===== src/rtl/itim_refill.sv =====
`timescale 1ns/1ns
`default_nettype none

module itim_refill (
  input logic clock,
  input logic reset,
  input logic fill_start,
  input logic [31:0] fill_addr,
  output logic fill_done,
  output logic [63:0] fill_data,
  output logic mem_valid,
  output logic [31:0] mem_addr,
  input logic [31:0] mem_rdata,
  input logic mem_ready
);

  typedef enum logic [1:0] {
    st_idle,
    st_low,
    st_high
  } state_t;

  state_t state;
  logic [31:0] low_word;

  // ~~~~~~~~~~~~~~~~~~~~~~~~~~~~~~~~~~~~~~~~~~~~~~~~~~~~~~~~~~
  // Beat sequencing
  // ~~~~~~~~~~~~~~~~~~~~~~~~~~~~~~~~~~~~~~~~~~~~~~~~~~~~~~~~~~

  always_ff @(posedge clock) begin
    if (!reset) begin
      state <= st_idle;
    end else begin
      case (state)
        st_idle: begin
          if (fill_start) begin
            state <= st_low;
          end
        end
        st_low: begin
          if (mem_ready) begin
            state <= st_high;
          end
        end
        st_high: begin
          if (mem_ready) begin
            state <= st_idle;
          end
        end
        default: begin
          state <= st_idle;
        end
      endcase
    end
  end

  // The address is loaded at the start and steps to the upper word
  // once the low beat has been accepted.
  always_ff @(posedge clock) begin
    if (state == st_idle && fill_start) begin
      mem_addr <= fill_addr;
    end else if (state == st_low && mem_ready) begin
      mem_addr <= mem_addr + 32'd4;
    end
  end

  always_ff @(posedge clock) begin
    if (state == st_low && mem_ready) begin
      low_word <= mem_rdata;
    end
  end

  // ~~~~~~~~~~~~~~~~~~~~~~~~~~~~~~~~~~~~~~~~~~~~~~~~~~~~~~~~~~
  // Bus and result
  // ~~~~~~~~~~~~~~~~~~~~~~~~~~~~~~~~~~~~~~~~~~~~~~~~~~~~~~~~~~

  assign mem_valid = (state != st_idle);

  // The high word goes straight through in the cycle of the last beat.
  assign fill_done = (state == st_high) && mem_ready;
  assign fill_data = {mem_rdata, low_word};

endmodule

`default_nettype wire


===== config.mk =====
export PLATFORM = sky130hd
export DESIGN_NAME = itim_refill
export DESIGN_NICKNAME = d
export VERILOG_FILES = /design/src/rtl/itim_refill.sv
export SDC_FILE = /design/constraint.sdc
export NUM_CORES = 1
export LEC_CHECK = 0
export ABC_AREA = 1
export BUFFER_PORTS_ARGS = -buffer_cell sky130_fd_sc_hd__buf_2
export CAP_MARGIN = 40
export CORE_AREA = 2 2 87 89
export CTS_CLUSTER_DIAMETER = 80
export DETAILED_ROUTE_END_ITERATION = 7
export DIE_AREA = 0 0 89 91
export GPL_ROUTABILITY_DRIVEN = 0
export PLACE_DENSITY = 0.81
export SYNTH_ARGS = -nofsm -noshare
export SYNTH_HDL_FRONTEND = slang
export SYNTH_SLANG_ARGS = --single-unit

===== constraint.sdc =====
create_clock -name clock -period 3.43 [get_ports clock]
set_input_delay 0.343 -clock clock [delete_from_list [all_inputs] [get_ports clock]]
set_output_delay 0.343 -clock clock [all_outputs]
set_load 0.05 [all_outputs]

Word level (Yosys, flattened, before mapping)
Cells that the tools add are included.
{ "totals": {"reg_bits": 66, "word_cells": 22} }
{ "op_classes": {"addsub": 1, "n_eq_ne": 5, "muxes": 6, "reduce_logical": 7} }
{ "op_table": {"columns": ["cell", "n"], "rows": [
  ["$mux W32", 2],
  ["$add A32 B3 Y32 const B", 1],
  ["$mux W2", 3],
  ["$ne A2 B2 Y1 const B", 3],
  ["$pmux W2 S3", 1],
  ["$reduce_bool A2 Y1", 2],
  ["$logic_and A1 B1 Y1", 3],
  ["$reduce_and A3 Y1", 1],
  ["$eq A2 B1 Y1 const B", 1],
  ["$eq A2 B2 Y1 const B", 1],
  ["$logic_not A2 Y1", 1]
]} }

Depth between registers and ports, before layout
{ "logic_depth": {"depth_word": 4, "ltp_mapped": 9} }

Worst setup path before layout
OpenSTA, ideal clock, no wires.
{ "synth_path": {"path_type": "reg-to-reg", "from": "register mem_addr[2]", "to": "register mem_addr[26], data pin", "arrival_ps": 1668, "setup_slack_ps": 1508, "stages_incl_launch_ff": 9, "n_path_buf": 0, "path_cell_list": "edfxtp_1 ha_1 nand2_2 nor2_4 nand2_4 nor2_4 nand3_1 nand3_1 nand2_1"} }
{ "synth_via": {"elab_chain_cells": 3} }
{ "synth_rtl": {"columns": ["item", "line_no", "text"], "rows": [
  ["from (decl)", "12", "output logic [31:0] mem_addr,"],
  ["from (signal assigned)", "61", "mem_addr <= fill_addr;"],
  ["from (signal assigned)", "63", "mem_addr <= mem_addr + 32'd4;"],
  ["$add A32 B3 Y32", "63", null],
  ["$mux W32", "62", "end else if (state == st_low && mem_ready) begin"],
  ["$mux W32", "60", "if (state == st_idle && fill_start) begin"]
]} }
No other way between the ends. The select of a mux whose other input is x is not followed.
A chain may end at the register's enable or synchronous reset.

Final worst setup path
{ "layout_path": {"from": "register state[0]", "to": "register mem_addr[7], data pin"} }
{ "layout_via": {"elab_chain_cells": 3} }
{ "layout_rtl": {"columns": ["item", "line_no", "text"], "rows": [
  ["from (decl)", "23", "state_t state;"],
  ["from (signal assigned)", "32", "state <= st_idle;"],
  ["from (signal assigned)", "37", "state <= st_low;"],
  ["from (signal assigned)", "42", "state <= st_high;"],
  ["$logic_not A2 Y1", "60", null],
  ["$logic_and A1 B1 Y1", "60", null],
  ["$mux W32", "60", null]
]} }
No other way between the ends.

==> results.txt <==
status: finished, final reports clean
initial antenna violation count: 0
Post-DP Area: 4190 um2
layout cells sized above 1: 0.378
maxcap violations: 0
Slew @ Worst Pin: 629 ps
pwr/cell area: 502 nW/um2
unrepaired setup endpoints after global routing: false
cell count after synthesis: 380
DR vias: 2922
Design Area, Final: 4340 um2
setup violators final: 0
peak supply drop: 313 uV
synthesized flop and latch total: 66
CP max stage cell: inv_2
WS Path Type: flip-flop to flip-flop
syn avg cell area: 9.19 um2
CTS Buffer Depth: 2
Die Ht: 91 um
number of hold violations in the final report: 0
dpl ws: 1500 ps
die area: 8100 um2
CTS tree: yes
final WL: 8320 um
Startpoint Class: flip-flop
Fmax: 527 MHz
Seq/Total Area, Yosys: 0.562
wire length on met3: 892 um
HPWL after DPL: 6490 um
worst path cell trace: nor2_1 -> nand2_2 -> inv_2 -> o21ai_0
number of remaining DRC errors: 0
min-delay worst type: input pin to flip-flop
Max FO, Critical Path: 42
pin count of the biggest net entering global routing: 43
WP data required: 3490 ps
Tot Pwr: 0.00218 W
Final Max Tran Viols: 0
syn_nets: 449
WL met1: 3090 um
Final WS setup: 1530 ps
Reg power frac: 0.476
I/O Buffers: 165
H-tree depth: 3
Setup crit end kind: flip-flop
mapped cell area: 3490 um2
clk slew on worst S/H paths: 70 ps
Clock power frac: 0.246
Pre-Repair DR Iteration Count: 4
Nets: 589
yosys warns: 0
Clock Tree Root: clkbuf_8
worst-skew pair later-pin latency: 340 ps
Sw Pwr: 0.000804 W
DR vias/cell: 4.69
Area Overhead vs Synth: 24.3%
Gate power share: 0.278
Post-Route Setup TNS: 0 ps
commonest non-fill, non-tap cells in the layout: buf_2, nand2_1, edfxtp_1
vias in the first global route: 2983
total grt overflow: 0
Finished Core Util: 0.608
post-CTS setup buffer count: 0
Detail Route Antenna Nets: 0
Cell variety after synth: 23
CTS Buf Count: 9
Rows: 31
switching fraction of total power: 0.369
WP data arrival: 1960 ps
Crit path largest cell delay: 600 ps
n_diodes: 0
Starting Density: 0.489
Slew HR: 0.580
commonest non-fill, non-tap cell in the layout: buf_2
DR WL met2: 4200 um
final critical-path required period: 1900 ps
IO Count: 166
clock sink count: 66
first-pass GRT wire length: 13200 um
routed len/inst: 13.4 um
Chip Width: 89 um
global-route usage over all layers: 0.212
final period utilization: 0.553
skew final: 6.76 ps
top routing layer in use: met4
1st-iter DRT viols: 157
internal power: 0.00138 W
# hold bufs at CTS: 0
post_cts resized: 0
P_leak: 2.01 nW
core region area: 7140 um2
## metal layers
| layer | GRT usage | up-vias |
|---|---|---|
| met5 | 0 | - |
| met2 | 0.366 | 132 |
| li1 | - | 1487 |
| met1 | 0.231 | 1290 |
| met3 | 0.0809 | 13 |
| met4 | 0.0784 | 0 |
## final timing paths
path | start | endpoint | slack (ps) | cells after the start
worst max-delay path | state[0]$_SDFFE_PN0P_ | mem_addr[7]$_DFFE_PP_ | 1530 | 4
worst min-delay path | mem_rdata[10] | low_word[10]$_DFFE_PP_ | 190 | 1
worst max register to register | state[0]$_SDFFE_PN0P_ | mem_addr[7]$_DFFE_PP_ | 1530 | 4
worst min register to register | state[0]$_SDFFE_PN0P_ | state[0]$_SDFFE_PN0P_ | 520 | 2
## through the flow
step	cells	hold WS (ps)
after floorplan	380	442
after global placement	607	504
after detailed placement	608	519
after CTS	623	171
after global routing	623	173
final	623	191
## Yosys cell counts (all sizes together)
cell | number | share of area
nand2 | 135 | 0.15
edfxtp | 64 | 0.55
nor2 | 47 | 0.071
buf | 38 | 0.083
nand3 | 34 | 0.049
inv | 30 | 0.032
o21ai | 11 | 0.016
a21oi | 5 | 0.0072
or2 | 3 | 0.0054
xor2 | 3 | 0.0075
and2 | 2 | 0.0036
dfxtp | 2 | 0.011
o21bai | 2 | 0.0043
xnor2 | 2 | 0.0050
ha | 1 | 0.0036
nor3 | 1 | 0.0014
## critical path, delay by kind of cell, from the launching register on
family                 cells  cell delay [ps]
AOI/OAI and AO/OA          1              210
DFF                        1              340
and+or+nand+nor            2              460
buffers and inverters      1              600
## state kept, by name, indices dropped and copies added, names as in the netlist
register	count
low_word	32
state	2
mem_addr	32
## power by group through the flow
stage               Clock [W]  Sequential [W]  Combinational, W
floorplan                   0         0.00125          0.000271
global placement            0         0.00105          0.000595
detailed placement          0         0.00105          0.000609
CTS                  0.000550         0.00104          0.000610
global route         0.000575         0.00105          0.000652
finish               0.000537         0.00104          0.000606
## layout make-up
class,count,area [um2]
Clock buffer,12,135
Sequential cell,66,1960
Timing Repair Buffer,167,861
Tap cell,99,124
Fill cell,666,2800
Multi-Input combinational cell,246,1130
Clock inverter,3,17.5
Inverter,30,113
## logic make-up after synthesis
kind of cell,count (synthesis),synth area share
buffers and inverters,68,0.115
adder cells (fa/ha/maj),1,0.00358
AO/OA/AOI/OAI,18,0.0272
AND/OR/NAND/NOR,222,0.280
flip-flops,66,0.562
XOR/XNOR,5,0.0125
No activity file was read; power rests on OpenSTA's default activity.
