--- config.mk ---
export PLATFORM = sky130hd
export DESIGN_NAME = itim_ctrl
export DESIGN_NICKNAME = d
export VERILOG_FILES = /design/src/rtl/itim_pkg.sv /design/src/rtl/itim_ctrl.sv
export SDC_FILE = /design/constraint.sdc
export NUM_CORES = 1
export LEC_CHECK = 0
export ABC_AREA = 1
export BUFFER_PORTS_ARGS = -buffer_cell sky130_fd_sc_hd__buf_2
export CELL_PAD_IN_SITES_DETAIL_PLACEMENT = 0
export CELL_PAD_IN_SITES_GLOBAL_PLACEMENT = 2
export CORE_AREA = 5 5 218 220
export CTS_BUF_LIST = sky130_fd_sc_hd__clkbuf_4 sky130_fd_sc_hd__clkbuf_8 sky130_fd_sc_hd__clkbuf_16
export DETAILED_ROUTE_END_ITERATION = 12
export DIE_AREA = 0 0 223 225
export PLACE_DENSITY = 0.83
export SYNTH_ARGS = -nofsm -noshare
export SYNTH_HDL_FRONTEND = slang
export SYNTH_SLANG_ARGS = --single-unit
export TNS_END_PERCENT = 20
--- constraint.sdc ---
create_clock -name clock -period 3 [get_ports clock]
set_input_delay 0.75 -clock clock [delete_from_list [all_inputs] [get_ports clock]]
set_output_delay 0.75 -clock clock [all_outputs]
set_load 0.005 [all_outputs]
--- src/rtl/itim_pkg.sv ---
`default_nettype none

package itim_pkg;

  // Two banks of 64 lines. Bit 3 picks the bank and bits 9:4 the line.
  localparam int itim_banks = 2;
  localparam int itim_lines = 64;
  localparam int itim_tag_bits = 22;
  localparam int itim_index_bits = 6;

  // A stored line is {lock, tag, doubleword}.
  localparam int itim_line_bits = 87;

  typedef struct packed {
    logic [itim_tag_bits-1:0] tag;
    logic [itim_index_bits-1:0] index;
    logic bank;
    logic [2:0] offset;
  } itim_addr_fields_t;

  // The fetch address is seen either whole or split into its lookup fields.
  typedef union packed {
    logic [31:0] raw;
    itim_addr_fields_t fields;
  } itim_addr_u;

endpackage

`default_nettype wire

--- src/rtl/itim_ctrl.sv ---
`timescale 1ns/1ns
`default_nettype none

module itim_ctrl #(
  parameter logic [31:0] base_addr = 32'h0000_1000,
  parameter logic [31:0] top_addr = 32'h0000_3000
) (
  input logic clock,
  input logic reset,
  input logic req_valid,
  input logic req_fence,
  input itim_pkg::itim_addr_u req_addr,
  output logic [63:0] rsp_rdata,
  output logic rsp_ready,
  output logic fill_start,
  output logic [31:0] fill_addr,
  input logic fill_done,
  input logic [63:0] fill_data,
  output logic [itim_pkg::itim_banks-1:0] ram_wen,
  output logic [itim_pkg::itim_banks-1:0][itim_pkg::itim_index_bits-1:0] ram_waddr,
  output logic [itim_pkg::itim_banks-1:0][itim_pkg::itim_index_bits-1:0] ram_raddr,
  output logic [itim_pkg::itim_banks-1:0][itim_pkg::itim_line_bits-1:0] ram_wdata,
  input logic [itim_pkg::itim_banks-1:0][itim_pkg::itim_line_bits-1:0] ram_rdata
);

  import itim_pkg::*;

  typedef enum logic [1:0] {
    st_lookup,
    st_miss,
    st_bypass,
    st_fence
  } state_t;

  state_t state;

  logic req_pending;
  logic req_fence_q;
  itim_addr_u req_q;

  // One count past the last index marks the end of the sweep.
  logic [itim_index_bits:0] sweep;
  logic sweep_end;
  logic fence_rsp;

  logic [itim_line_bits-1:0] line;
  logic line_lock;
  logic [itim_tag_bits-1:0] line_tag;
  logic in_window;
  logic tag_match;
  logic lookup;
  logic go_fence;
  logic go_miss;
  logic go_bypass;
  logic hit;

  // ~~~~~~~~~~~~~~~~~~~~~~~~~~~~~~~~~~~~~~~~~~~~~~~~~~~~~~~~~~
  // Front stage
  // ~~~~~~~~~~~~~~~~~~~~~~~~~~~~~~~~~~~~~~~~~~~~~~~~~~~~~~~~~~

  always_ff @(posedge clock) begin
    if (!reset) begin
      req_pending <= 1'b0;
    end else begin
      req_pending <= req_valid;
    end
  end

  // The request stays put until the next one, so a fill can use it.
  always_ff @(posedge clock) begin
    if (req_valid) begin
      req_fence_q <= req_fence;
      req_q <= req_addr;
    end
  end

  // Both banks read the same index. Only the addressed one is looked at.
  always_comb begin
    for (int b = 0; b < itim_banks; b++) begin
      ram_raddr[b] = req_addr.fields.index;
    end
  end

  // ~~~~~~~~~~~~~~~~~~~~~~~~~~~~~~~~~~~~~~~~~~~~~~~~~~~~~~~~~~
  // Lookup
  // ~~~~~~~~~~~~~~~~~~~~~~~~~~~~~~~~~~~~~~~~~~~~~~~~~~~~~~~~~~

  assign line = ram_rdata[req_q.fields.bank];
  assign line_lock = line[itim_line_bits-1];
  assign line_tag = line[itim_line_bits-2 -: itim_tag_bits];

  assign in_window = (req_q.raw >= base_addr) && (req_q.raw < top_addr);
  assign tag_match = (line_tag == req_q.fields.tag);

  assign lookup = (state == st_lookup) && req_pending;

  // Priority is fence, window, lock, then tag.
  assign go_fence = lookup && req_fence_q;
  assign go_bypass = lookup && !req_fence_q &&
                     (!in_window || (line_lock && !tag_match));
  assign go_miss = lookup && !req_fence_q && in_window && !line_lock;
  assign hit = lookup && !req_fence_q && in_window && line_lock && tag_match;

  assign fill_start = go_miss || go_bypass;
  assign fill_addr = {req_q.raw[31:3], 3'b000};

  assign sweep_end = (sweep == itim_lines);

  // ~~~~~~~~~~~~~~~~~~~~~~~~~~~~~~~~~~~~~~~~~~~~~~~~~~~~~~~~~~
  // State machine
  // ~~~~~~~~~~~~~~~~~~~~~~~~~~~~~~~~~~~~~~~~~~~~~~~~~~~~~~~~~~

  // Out of reset the controller sweeps every line once and stays quiet.
  always_ff @(posedge clock) begin
    if (!reset) begin
      state <= st_fence;
      sweep <= '0;
      fence_rsp <= 1'b0;
    end else begin
      case (state)
        st_lookup: begin
          if (go_fence) begin
            state <= st_fence;
            sweep <= '0;
            fence_rsp <= 1'b1;
          end else if (go_miss) begin
            state <= st_miss;
          end else if (go_bypass) begin
            state <= st_bypass;
          end
        end
        st_miss, st_bypass: begin
          if (fill_done) begin
            state <= st_lookup;
          end
        end
        st_fence: begin
          if (sweep_end) begin
            state <= st_lookup;
          end else begin
            sweep <= sweep + 1'b1;
          end
        end
        default: begin
          state <= st_lookup;
        end
      endcase
    end
  end

  // ~~~~~~~~~~~~~~~~~~~~~~~~~~~~~~~~~~~~~~~~~~~~~~~~~~~~~~~~~~
  // Response and line writes
  // ~~~~~~~~~~~~~~~~~~~~~~~~~~~~~~~~~~~~~~~~~~~~~~~~~~~~~~~~~~

  always_comb begin
    rsp_ready = 1'b0;
    rsp_rdata = '0;
    ram_wen = '0;
    ram_waddr = '0;
    ram_wdata = '0;
    case (state)
      st_lookup: begin
        if (hit) begin
          rsp_ready = 1'b1;
          rsp_rdata = line[63:0];
        end
      end
      st_miss: begin
        // The fetched line is stored locked under the request tag.
        if (fill_done) begin
          rsp_ready = 1'b1;
          rsp_rdata = fill_data;
          ram_wen[req_q.fields.bank] = 1'b1;
          ram_waddr[req_q.fields.bank] = req_q.fields.index;
          ram_wdata[req_q.fields.bank] = {1'b1, req_q.fields.tag, fill_data};
        end
      end
      st_bypass: begin
        if (fill_done) begin
          rsp_ready = 1'b1;
          rsp_rdata = fill_data;
        end
      end
      st_fence: begin
        for (int b = 0; b < itim_banks; b++) begin
          ram_wen[b] = !sweep[itim_index_bits];
          ram_waddr[b] = sweep[itim_index_bits-1:0];
        end
        rsp_ready = sweep_end && fence_rsp;
      end
      default: begin
        rsp_ready = 1'b0;
      end
    endcase
  end

endmodule

`default_nettype wire

* Word level (Yosys, flattened, before mapping)
Cells that the tools add are included.
Cells by class: reduce and logical (&&, ||, !) cells 25, equality and inequality tests 10, add/sub/neg operators 1, magnitude comparators 4, bitwise logic cells 2, mux-type cells 29
Operators with widths (number):
- 174-bit 2-to-1 mux | 2
- 87-bit 2-to-1 mux | 3
- 174-bit bitwise AND | 1
- 64-bit 2-to-1 mux | 2
- 64-bit one-hot mux with 2 select lines | 1
- 87-bit demux with 1-bit select | 1
- 32-bit by 13-bit greater-or-equal comparator with 1-bit output, second input constant | 1
- 32-bit by 14-bit < comparator with 1-bit output, second input constant | 1
- 12-bit one-hot mux with 2 select lines | 1
- 22-bit equality test | 1
- 7-bit 2-to-1 mux | 2
- 7-bit one-hot mux with 2 select lines | 1
- 12-bit bitwise AND | 1
- 1-bit logical AND | 12
- 12-bit 2-to-1 mux | 1
- 2-bit 2-to-1 mux | 6
- 7-bit by 1-bit adder with 7-bit output, second input constant | 1
- 7-bit equality test, second input constant | 1
- 6-bit demux with 1-bit select | 1
- 6-bit 2-to-1 mux | 1
- 2-bit != test, second input constant | 3
- 2-bit one-hot mux with 3 select lines | 1
- 3-bit AND reduction | 2
- 1-bit zero test | 5
- 15 further kinds | 19
Word-level totals: bits in registers 44, word-level logic and storage cells 77, input bits 275, output and inout bits 298

* Logic depth before layout (Yosys ltp)
Gate-level depths: netlist of run 1.
depth after elaboration 11, gate-level depth with buffers 18, depth with buffers taken out 16

* Worst setup path after synthesis of run 1
Ideal clock, no wire load.
kind in2out, from in ram_rdata[65] (netlist bit), to out rsp_rdata[44], required time 2.250 ns, slack 0.213 ns, cell stages on the path 11, arrival 2.037 ns, path buffers 1, path through inv_1 > nand2_1 > nand2_1 > nand2_1 > nand2_1 > nor2_1 > nand3_2 > nor3_4 > buf_6 > nand4_1 > a21oi_1
On the way: word-level cells in the longest chain between the ends 6
RTL lines:
- from (decl) | RTL line itim_ctrl.sv:23 | input logic [itim_pkg::itim_banks-1:0][itim_pkg::itim_line_bits-1:0] ram_rdata
- 87-bit 2-to-1 mux (not written as such) (2 in series) | RTL line itim_ctrl.sv:88 | assign line = ram_rdata[req_q.fields.bank];
- 22-bit equality test | RTL line itim_ctrl.sv:93 | assign tag_match = (line_tag == req_q.fields.tag);
- 1-bit logical AND | RTL line itim_ctrl.sv:102 | assign hit = lookup && !req_fence_q && in_window && line_lock && tag_match;
- 64-bit 2-to-1 mux | RTL line itim_ctrl.sv:163 | if (hit) begin
- 64-bit one-hot mux with 2 select lines | RTL line itim_ctrl.sv:161 | case (state)
- to (decl) | RTL line itim_ctrl.sv:13 | output logic [63:0] rsp_rdata,
No other way between the ends. The select of a mux whose other input is x is not followed.

* Final worst setup path of run 1
from reg req_q[3] (netlist bit), to out rsp_rdata[46]
On the way: word-level cells in the longest chain between the ends 7, elaborated cells on any way between the ends 11, those cells by class order compare: 2; eq/ne: 1; mux: 4; reduce/logical: 4
RTL lines:
- from (decl) | RTL line itim_ctrl.sv:39 | itim_addr_u req_q;
- from (signal assigned) | RTL line itim_ctrl.sv:73 | req_q <= req_addr;
- 32-bit by 13-bit greater-or-equal comparator with 1-bit output / 32-bit by 14-bit < comparator with 1-bit output (equally long branches) | RTL line itim_ctrl.sv:92 | assign in_window = (req_q.raw >= base_addr) && (req_q.raw < top_addr);
- 1-bit logical AND | RTL line itim_ctrl.sv:92
- 1-bit logical AND (3 in series) | RTL line itim_ctrl.sv:102
- 64-bit 2-to-1 mux * | RTL line itim_ctrl.sv:163
- 64-bit one-hot mux with 2 select lines * | RTL line itim_ctrl.sv:161
Every way passes the cells marked *; elsewhere a longest branch is shown, timed or not. The select of a mux whose other input is x is not followed.

==> results of run 1 <==
## worst min path at each step
stage	end	slack, ns	cells after the start	startpoint
after floorplan	fence_rsp$_SDFFE_PN0P_	0.43	2	fence_rsp$_SDFFE_PN0P_
after global placement	fence_rsp$_SDFFE_PN0P_	0.44	2	fence_rsp$_SDFFE_PN0P_
after detailed placement	fence_rsp$_SDFFE_PN0P_	0.45	2	fence_rsp$_SDFFE_PN0P_
after CTS	fence_rsp$_SDFFE_PN0P_	0.46	2	fence_rsp$_SDFFE_PN0P_
after global routing	fence_rsp$_SDFFE_PN0P_	0.49	2	fence_rsp$_SDFFE_PN0P_
final	fence_rsp$_SDFFE_PN0P_	0.46	2	fence_rsp$_SDFFE_PN0P_
## Yosys cell counts (2+ instances only)
cell and count:
nor3_1 7, nor2_1 194, buf_6 20, buf_8 2, nor4_1 2, nor2_2 5
inv_1 125, clkbuf_1 43, a21oi_1 70, nand2_1 390, a31oi_1 2, ha_1 6
o211ai_1 2, o21ai_0 10, nand3_2 2, o22ai_1 12, nand4_1 68, nand3_1 26
clkbuf_8 3, buf_4 44, nor3b_1 4, nand2_2 11, dfxtp_1 11, buf_1 4
edfxtp_1 30
## metrics by stage
| stage | TNS, ns | worst slack [ns] | instance area, µm² | hold slack [ns] | utilization [%] |
|---|---|---|---|---|---|
| floorplan | 0 | 0.213 | 6010 | 0.431 | - |
| global placement | -18.95 | -0.382 | 9660 | 0.443 | 21.4 |
| detailed placement | -18.90 | -0.382 | 9660 | 0.454 | 21.4 |
| CTS | -24.90 | -0.445 | 10400 | 0.464 | 23.1 |
| global route | -37.54 | -0.615 | 10600 | 0.488 | 23.4 |
| finish | -22.31 | -0.413 | 10600 | 0.460 | 23.4 |
## registers in the layout, indices dropped and copies added, names as in the netlist
register	flops
sweep	7
req_pending	1
req_fence_q	1
state	2
fence_rsp	1
req_q	29
## cells by family (layout without fill, tap and decap cells)
family / Yosys count / after routing
and+or+nand+nor: 715 / 715
buffers and inverters: 243 / 817
AOI/OAI and AO/OA: 98 / 98
DFF: 41 / 41
adders and majority gates: 6 / 6
other: 1 / 6
## metal layers
| metal | vias to the layer above | GRT usage (%) | share of wire, % |
|---|---|---|---|
| li1 | 4573 | - | - |
| met1 | 4373 | 19.4 | 41 |
| met2 | 446 | 29.3 | 50 |
| met3 | 55 | 2.66 | 6.1 |
| met4 | 0 | 4.62 | 2.8 |
| met5 | - | 0 | 0 |
## power by group through the flow
stage | clock network [mW] | logic [mW] | registers, mW
global route | 0.648 | 3.09 | 0.726
floorplan | 0 | 1.25 | 0.718
global placement | 0 | 2.66 | 0.729
detailed placement | 0 | 2.66 | 0.732
finish | 0.609 | 2.81 | 0.720
CTS | 0.634 | 2.82 | 0.720
## worst register-to-register path, delay by kind of cell, from the launching register on
family	cells	cell delay, ns
AOI/OAI and AO/OA	1	0.24
DFF	1	0.43
buffers and inverters	3	0.48
adders and majority gates	1	0.22
and+or+nand+nor	6	0.79
## timing repair
item | in CTS | in global routing
gates resized for setup | 82 | 26
endpoints found under the setup margin | 158 | 102
cloned | 7 | 0
setup buffers | 18 | 1
pin swaps | 11 | 6
hold endpoints to repair | 0 | 0
## cell type report
cell class / count / share of cell area [%]
well taps: 600 / 7.12
clock buffers: 8 / 1.46
repair buffers: 680 / 39.3
repair inverters: 2 / 0.190
flip-flops and latches: 41 / 10.6
inverters: 127 / 4.68
diodes: 3 / 0.0712
multi-input cells: 822 / 36.6
==> flow_summary.ini, run 1 <==
[timing]
fin_crit_ns = 3.41
period_share_pct = 114
worst_slew_pin_slew_ns = 0.918
hold_viol_final = 0
max_freq_mhz = 293
fin_ws_ns = -0.413
finClkSkew_ns = 0.00785
setup_viol = 66
rsz0062_at_grt = yes
maxSlewViolCount = 0
slew_headroom_pct = 38.8

[synth]
ys_ff_latch = 41
syn_inst = 1104
avgSynthCellArea_um2 = 5.44
synth_top_family_by_area = simple AND/OR/NAND/NOR gates
async_flop_share_pct = 0
synth_fa_ha_area_share_pct = 1.25
synth_top_area_share_pct = 24.4
ys_types = 36
synth_seq_area_share_pct = 18.7
synth.area.mux_share_pct = 0
yosys_most_used_dff = edfxtp_1
synth-xor-area-share_pct = 0
synthSimpleGateAreaFrac_pct = 50.0
synth_compound_area_share_pct = 8.58
synthTopCellsByArea = nand2_1, edfxtp_1, nor2_1
yosys.area.top_type = nand2_1
synth_warnings = 0
syn_area_um2 = 6010
synth-edff-count = 30

[setup_path]
r2r_setup_slack_ns = 0.75
crit_path_end_kind = primary output
r2r-start = state[0]$_SDFFE_PN1P_
crit_buf_inv = 7
slowest_stage = edfxtp_1
crit_type = flop to primary output
path_depth = 15
critPathLaunchType = flop
critical_path_required_ns = 2.25
crit_family = buffers and inverters
timing.rr.end = sweep[6]$_SDFFE_PN0P_
reg2reg_depth = 11
worstSetupEndpoint = rsp_rdata[46]
startpoint = req_q[3]$_DFFE_PP_
arrival_ns = 2.66
critPathMaxStageDelay_ns = 0.44
crit_chain = buf_6, inv_12, nand2_2, nand3_1, nand2_1, nor2_4, buf_6, nand3_4, nor3_4, buf_4, buf_12, buf_12, nand4_1, a21oi_2, buf_2
critPathMaxFanout = 18

[grt]
antenna_found_initial = 3
grt_pass1_wl_um = 61400
grt_pass1_vias = 9278
overflow = 0
grt_max_degree = 58
track_usage_pct = 16.1

[clocking]
cts_hold_buf = 0
clock_latency_ns = 0.31
cts_buffers = 5
cts-root-buf = clkbuf_16
cts.sinks = 41
htreeDepth = 2
tritoncts = done
cts_buffer_depth = 2
clkTransAtPathRegs_ns = 0.07

[detailed_routing]
drt_iter0_drc = 528
vias_per_cell = 4.14
drc_errors = 0
wl_per_cell_um = 19.2
vias = 9447
firstDrtPassIters = 5
finalWirelength_um = 43900
ant_nets = 0

[final_layout]
fin_cells = 2283
regArea_um2 = 1120
fill_cells = 5255
areaGrowthSynthToFinish_pct = 75.6
final_nets = 1960
multi_input_area_um2 = 3860
final_cell_mix = buf_2, nand2_1, nor2_1
drive_above_1_share_pct = 45.9
final_common_cell = buf_2

[status]
outcome = finished with violations
violations = setup timing

[worst_hold_path]
hold_class = flop to flop

[pwr]
p_per_area_nw_per_um2 = 392
comb_power_share_pct = 67.9
peakVddDrop_v = 0.000273
power.total_mw = 4.14
switching_share_pct = 49.8
power_switching_mw = 2.06
p_clk_share_pct = 14.7
power.internal_mw = 2.08
seq_power_share_pct = 17.4
p_leak_nw = 6.19

[job]
maxCapViolCount = 0

[floorplanning]
die_height_um = 225
dieArea_um2 = 50200
rows = 78
start_util_pct = 13.3
coreArea_um2 = 45100
die_w_um = 223
io_pins = 573

[place]
portBuffers = 566
place.gp.congestion = 0.936
post-place-cells = 2246
dpl.hpwl_um = 35700
Power figures use the tool's default switching activity.
==> inputs of run 2 (changes only) <==
Settings changed: ABC_AREA 1 to unset, CORE_AREA 5 5 218 220 to 5 5 220 222, DIE_AREA 0 0 223 225 to 0 0 225 227, PLACE_DENSITY 0.83 to 0.72.
==> flow_summary.ini, run 2 <==
[timing]
max_freq_mhz = 262
fin_ws_ns = -0.815
finClkSkew_ns = 0.00799
slew_headroom_pct = 46.5
rsz0062_at_grt = yes
worst_slew_pin_slew_ns = 0.802
hold_slack_ns = 0.474
period_share_pct = 127
maxSlewViolCount = 0
tns_ns = -45.91
setup_viol = 66
hold_viol_final = 0
fin_crit_ns = 3.82

[detailed_routing]
drc_errors = 0
finalWirelength_um = 37800
drt_iter0_drc = 297
ant_nets = 0
firstDrtPassIters = 4
wl_per_cell_um = 20.5
vias_per_cell = 3.80
vias = 7022

[setup_path]
critPathMaxStageDelay_ns = 0.58
crit_buf_inv = 4
r2r-start = req_q[3]$_DFFE_PP_
r2r_setup_slack_ns = 0.62
critical_path_required_ns = 2.25
crit_family = simple AND/OR/NAND/NOR gates
critPathLaunchType = flop
arrival_ns = 3.07
critPathMaxFanout = 13
reg2reg_depth = 10
crit_chain = buf_6, buf_12, mux2i_2, xnor2_1, nor4_2, nand4_1, or4_4, buf_4, o21ai_2, buf_2
crit_path_end_kind = primary output
crit_type = flop to primary output
timing.rr.end = state[1]$_SDFFE_PN1P_
slowest_stage = or4_4

[synth]
syn_inst = 661
avgSynthCellArea_um2 = 8.22
ys_top_cells_by_count = and2_1, mux2i_1, nand2_1
synthTopCellsByArea = and2_1, edfxtp_1, mux2i_1
synth_top_area_share_pct = 19.9
syn_area_um2 = 5430
ys_ff_latch = 41
yosys.area.top_type = and2_1
synth_warnings = 0
yosys.cell_count.top_type = and2_1
synth_seq_area_share_pct = 20.6
yosys_most_used_dff = edfxtp_1
async_flop_share_pct = 0
synth-edff-count = 30
ys_types = 42

[pwr]
peakVddDrop_v = 0.000193
p_leak_nw = 5.26
p_per_area_nw_per_um2 = 324
power.total_mw = 3.10

[place]
post-place-cells = 1829
dpl.hpwl_um = 31200
pre_cts_slack_ns = -0.648
portBuffers = 566
place.gp.congestion = 0.790

[worst_hold_path]
hold_depth = 1
whs_endpoint = fence_rsp$_SDFFE_PN0P_
hold_path_startpoint = fence_rsp$_SDFFE_PN0P_
hold_class = flop to flop

[final_layout]
areaGrowthSynthToFinish_pct = 76.4
final_cell_mix = buf_2, and2_1, mux2i_1
final_nets = 1520
reg.largest.list = req_q x29, sweep x7, state x2
largest_register_ffs = 29
top_register = req_q
final_common_cell = buf_2
fin_cells = 1849
drive_above_1_share_pct = 59.8

[grt]
grt_max_degree = 78
grt_pass1_vias = 6945
antenna_found_initial = 5
track_usage_pct = 12.9
overflow = 0
grt_pass1_wl_um = 48900

[floorplanning]
coreArea_um2 = 46200
rows = 79
die_w_um = 225
die_height_um = 227
io_pins = 573
start_util_pct = 11.8
dieArea_um2 = 51100

[clocking]
htreeDepth = 2
cts.sinks = 41
cts_buffers = 5
cts-root-buf = clkbuf_16
clock_latency_ns = 0.30
clkTransAtPathRegs_ns = 0.06
cts_hold_buf = 0
cts_buffer_depth = 2
tritoncts = done

[status]
outcome = finished with violations
violations = setup timing

[job]
maxCapViolCount = 0
==> run 2: cell count changes after synthesis, sizes merged, moves of 66 or more <==
cell	before	now
and2	1	173
nor2	199	13
mux2i	0	89
a21oi	70	4
inv	127	7
nand2	401	78
==> run 2: cell type report <==
type	instances	area, µm²
Tap cell	607	759
Timing Repair Buffer	659	3780
Antenna cell	2	5.00
Clock buffer	7	146
Clock inverter	1	7.51
Multi-Input combinational cell	525	3730
Inverter	7	26.3
Sequential cell	41	1120
Fill cell	5205	36600
==> run 2: worst max-delay path by stage <==
stage                       startpoint            end  slack [ns]  cells past startpoint
floorplan               ram_rdata[151]   rsp_rdata[0]        -0.1                      8
global placement        ram_rdata[166]  rsp_rdata[51]       -0.71                      9
detailed placement      ram_rdata[152]  rsp_rdata[51]       -0.65                      9
CTS                 req_q[3]$_DFFE_PP_  rsp_rdata[10]       -0.80                     10
global route        req_q[3]$_DFFE_PP_  rsp_rdata[22]       -0.89                     10
finish              req_q[3]$_DFFE_PP_  rsp_rdata[22]       -0.82                     10
==> run 2: metal layers <==
metal / part of all wire (%) / wire [µm] / vias to the layer above / track usage (%)
li1: - / - / 3355 / -
met1: 40 / 15100 / 3313 / 16.2
met2: 52 / 19700 / 322 / 23.4
met3: 6.4 / 2410 / 32 / 1.95
met4: 1.5 / 551 / 0 / 2.83
met5: 0 / 0 / - / 0
==> run 2: repair_timing <==
item                                    CTS  global route
endpoints found under the setup margin  159           167
resized for setup                        13            23
buffers inserted                          2             3
pin swaps                                 1            25
gates cloned                              0             5
==> run 2: cells by family after synthesis <==
group | share of synthesized area, %
adder cells (fa/ha/maj) | 1.38
other | 0.0691
AO/OA/AOI/OAI | 14.1
XOR/XNOR | 4.35
buffers and inverters | 12.1
flip-flops | 20.6
multiplexers | 16.4
AND/OR/NAND/NOR | 31.0
==> run 2: through the flow <==
| stage | util [%] | instance area, µm² |
|---|---|---|
| CTS | 20.2 | 9340 |
| finish | 20.7 | 9580 |
| global route | 20.7 | 9580 |
| floorplan | - | 5440 |
| detailed placement | 19.8 | 9120 |
| global placement | 19.8 | 9120 |
==> run 2: report_power, final <==
group          switching (mW)  internal (mW)  total [mW]
clock                   0.241          0.341       0.582
combinational           0.967          0.842        1.81
sequential             0.0432          0.665       0.708
total                    1.25           1.85        3.10
==> inputs of run 3 (changes only) <==
Settings changed: SKIP_CTS_REPAIR_TIMING set to 1.
==> flow_summary.ini, run 3 (same netlist as run 2, synthesis figures left out) <==
[setup_path]
crit_type = flop to primary output
critPathMaxStageDelay_ns = 0.58
reg2reg_depth = 10
crit_family = simple AND/OR/NAND/NOR gates
critical_path_required_ns = 2.25
crit_chain = buf_6, buf_12, mux2i_1, xnor2_1, nor4_1, nand4_1, or4_4, buf_12, clkbuf_16, o21ai_2, buf_2
path_depth = 11
cp_common_cell = buf_12
critPathMaxFanout = 14
crit_buf_inv = 5
arrival_ns = 3.04
crit_path_end_kind = primary output
slowest_stage = or4_4
critPathLaunchType = flop

[final_layout]
reg.largest.list = req_q x29, sweep x7, state x2
largest_register_ffs = 29
utilization_pct = 20.7
drive_above_1_share_pct = 59.5
final_common_cell = buf_2
top_register = req_q
fill_cells = 5200
areaGrowthSynthToFinish_pct = 75.7
final_nets = 1519
design_area_um2 = 9540
fin_cells = 1848
final_cell_mix = buf_2, and2_1, mux2i_1

[pwr]
p_per_area_nw_per_um2 = 324
peakVddDrop_v = 0.000192
power.total_mw = 3.09
p_leak_nw = 5.25

[timing]
maxSlewViolCount = 0
slew_headroom_pct = 46.0
setup_viol = 105
finClkSkew_ns = 0.00748
period_share_pct = 126
tns_ns = -46.10
fin_crit_ns = 3.79
max_freq_mhz = 264
fin_ws_ns = -0.786
hold_viol_final = 0
worst_slew_pin_slew_ns = 0.809
rsz0062_at_grt = yes

[status]
violations = setup timing
outcome = finished with violations

[place]
post_dp_cell_area_um2 = 9120
dpl.hpwl_um = 31200
post-place-cells = 1829
portBuffers = 566
place.gp.congestion = 0.790

[floorplanning]
die_height_um = 227
io_pins = 573
die_w_um = 225
start_util_pct = 11.8
rows = 79
dieArea_um2 = 51100
coreArea_um2 = 46200

[grt]
antenna_found_initial = 5
overflow = 0
grt_pass1_wl_um = 48900
track_usage_pct = 12.9
grt_max_degree = 78
grt_pass1_vias = 6909

[worst_hold_path]
hold_depth = 1
hold_class = flop to flop

[clocking]
clock_latency_ns = 0.29
clkTransAtPathRegs_ns = 0.06
cts-root-buf = clkbuf_16
cts_buffers = 5
htreeDepth = 2
cts_buffer_depth = 2
cts.sinks = 41
tritoncts = done

[detailed_routing]
vias = 7023
ant_nets = 0
drc_errors = 0
vias_per_cell = 3.80
wl_per_cell_um = 20.4
firstDrtPassIters = 6
drt_iter0_drc = 302
finalWirelength_um = 37800

[job]
maxCapViolCount = 0
run 3: power breakdown:
| group | switching, mW | internal [mW] | total, mW |
|---|---|---|---|
| registers | 0.0435 | 0.665 | 0.708 |
| clock network | 0.238 | 0.341 | 0.579 |
| logic | 0.968 | 0.835 | 1.80 |
run 3: layout make-up:
class	instances	area [µm²]	share of cell area, %
timing repair buffer	658	3750	39.3
inverter	7	26.3	0.275
tap	607	759	7.96
clock inverter	1	7.51	0.0787
clock buffer	7	146	1.53
antenna	2	5.00	0.0525
sequential	41	1120	11.7
multi-input combinational	525	3730	39.1
run 3: path summary, 6_finish.rpt:
| path | startpoint | slack [ns] | to |
|---|---|---|---|
| hold / removal | fence_rsp$_SDFFE_PN0P_ | 0.47 | fence_rsp$_SDFFE_PN0P_ |
| setup reg to reg | req_q[3]$_DFFE_PP_ | 0.63 | state[1]$_SDFFE_PN1P_ |
| setup / recovery | req_q[3]$_DFFE_PP_ | -0.79 | rsp_rdata[39] |
| hold reg to reg | fence_rsp$_SDFFE_PN0P_ | 0.47 | fence_rsp$_SDFFE_PN0P_ |
run 3: layer usage:
layer	up-vias	share of wire, %	global-route usage (%)
li1	3352	-	-
met1	3320	40	16.3
met2	324	52	23.3
met3	27	6.0	1.96
met4	0	1.4	2.83
met5	-	0	0
run 3: metrics by stage:
| step | hold slack, ns | setup WS [ns] |
|---|---|---|
| after floorplan | 0.440 | -0.0989 |
| after global placement | 0.456 | -0.714 |
| after detailed placement | 0.461 | -0.648 |
| after CTS | 0.478 | -0.882 |
| after global routing | 0.500 | -0.900 |
| final | 0.474 | -0.786 |
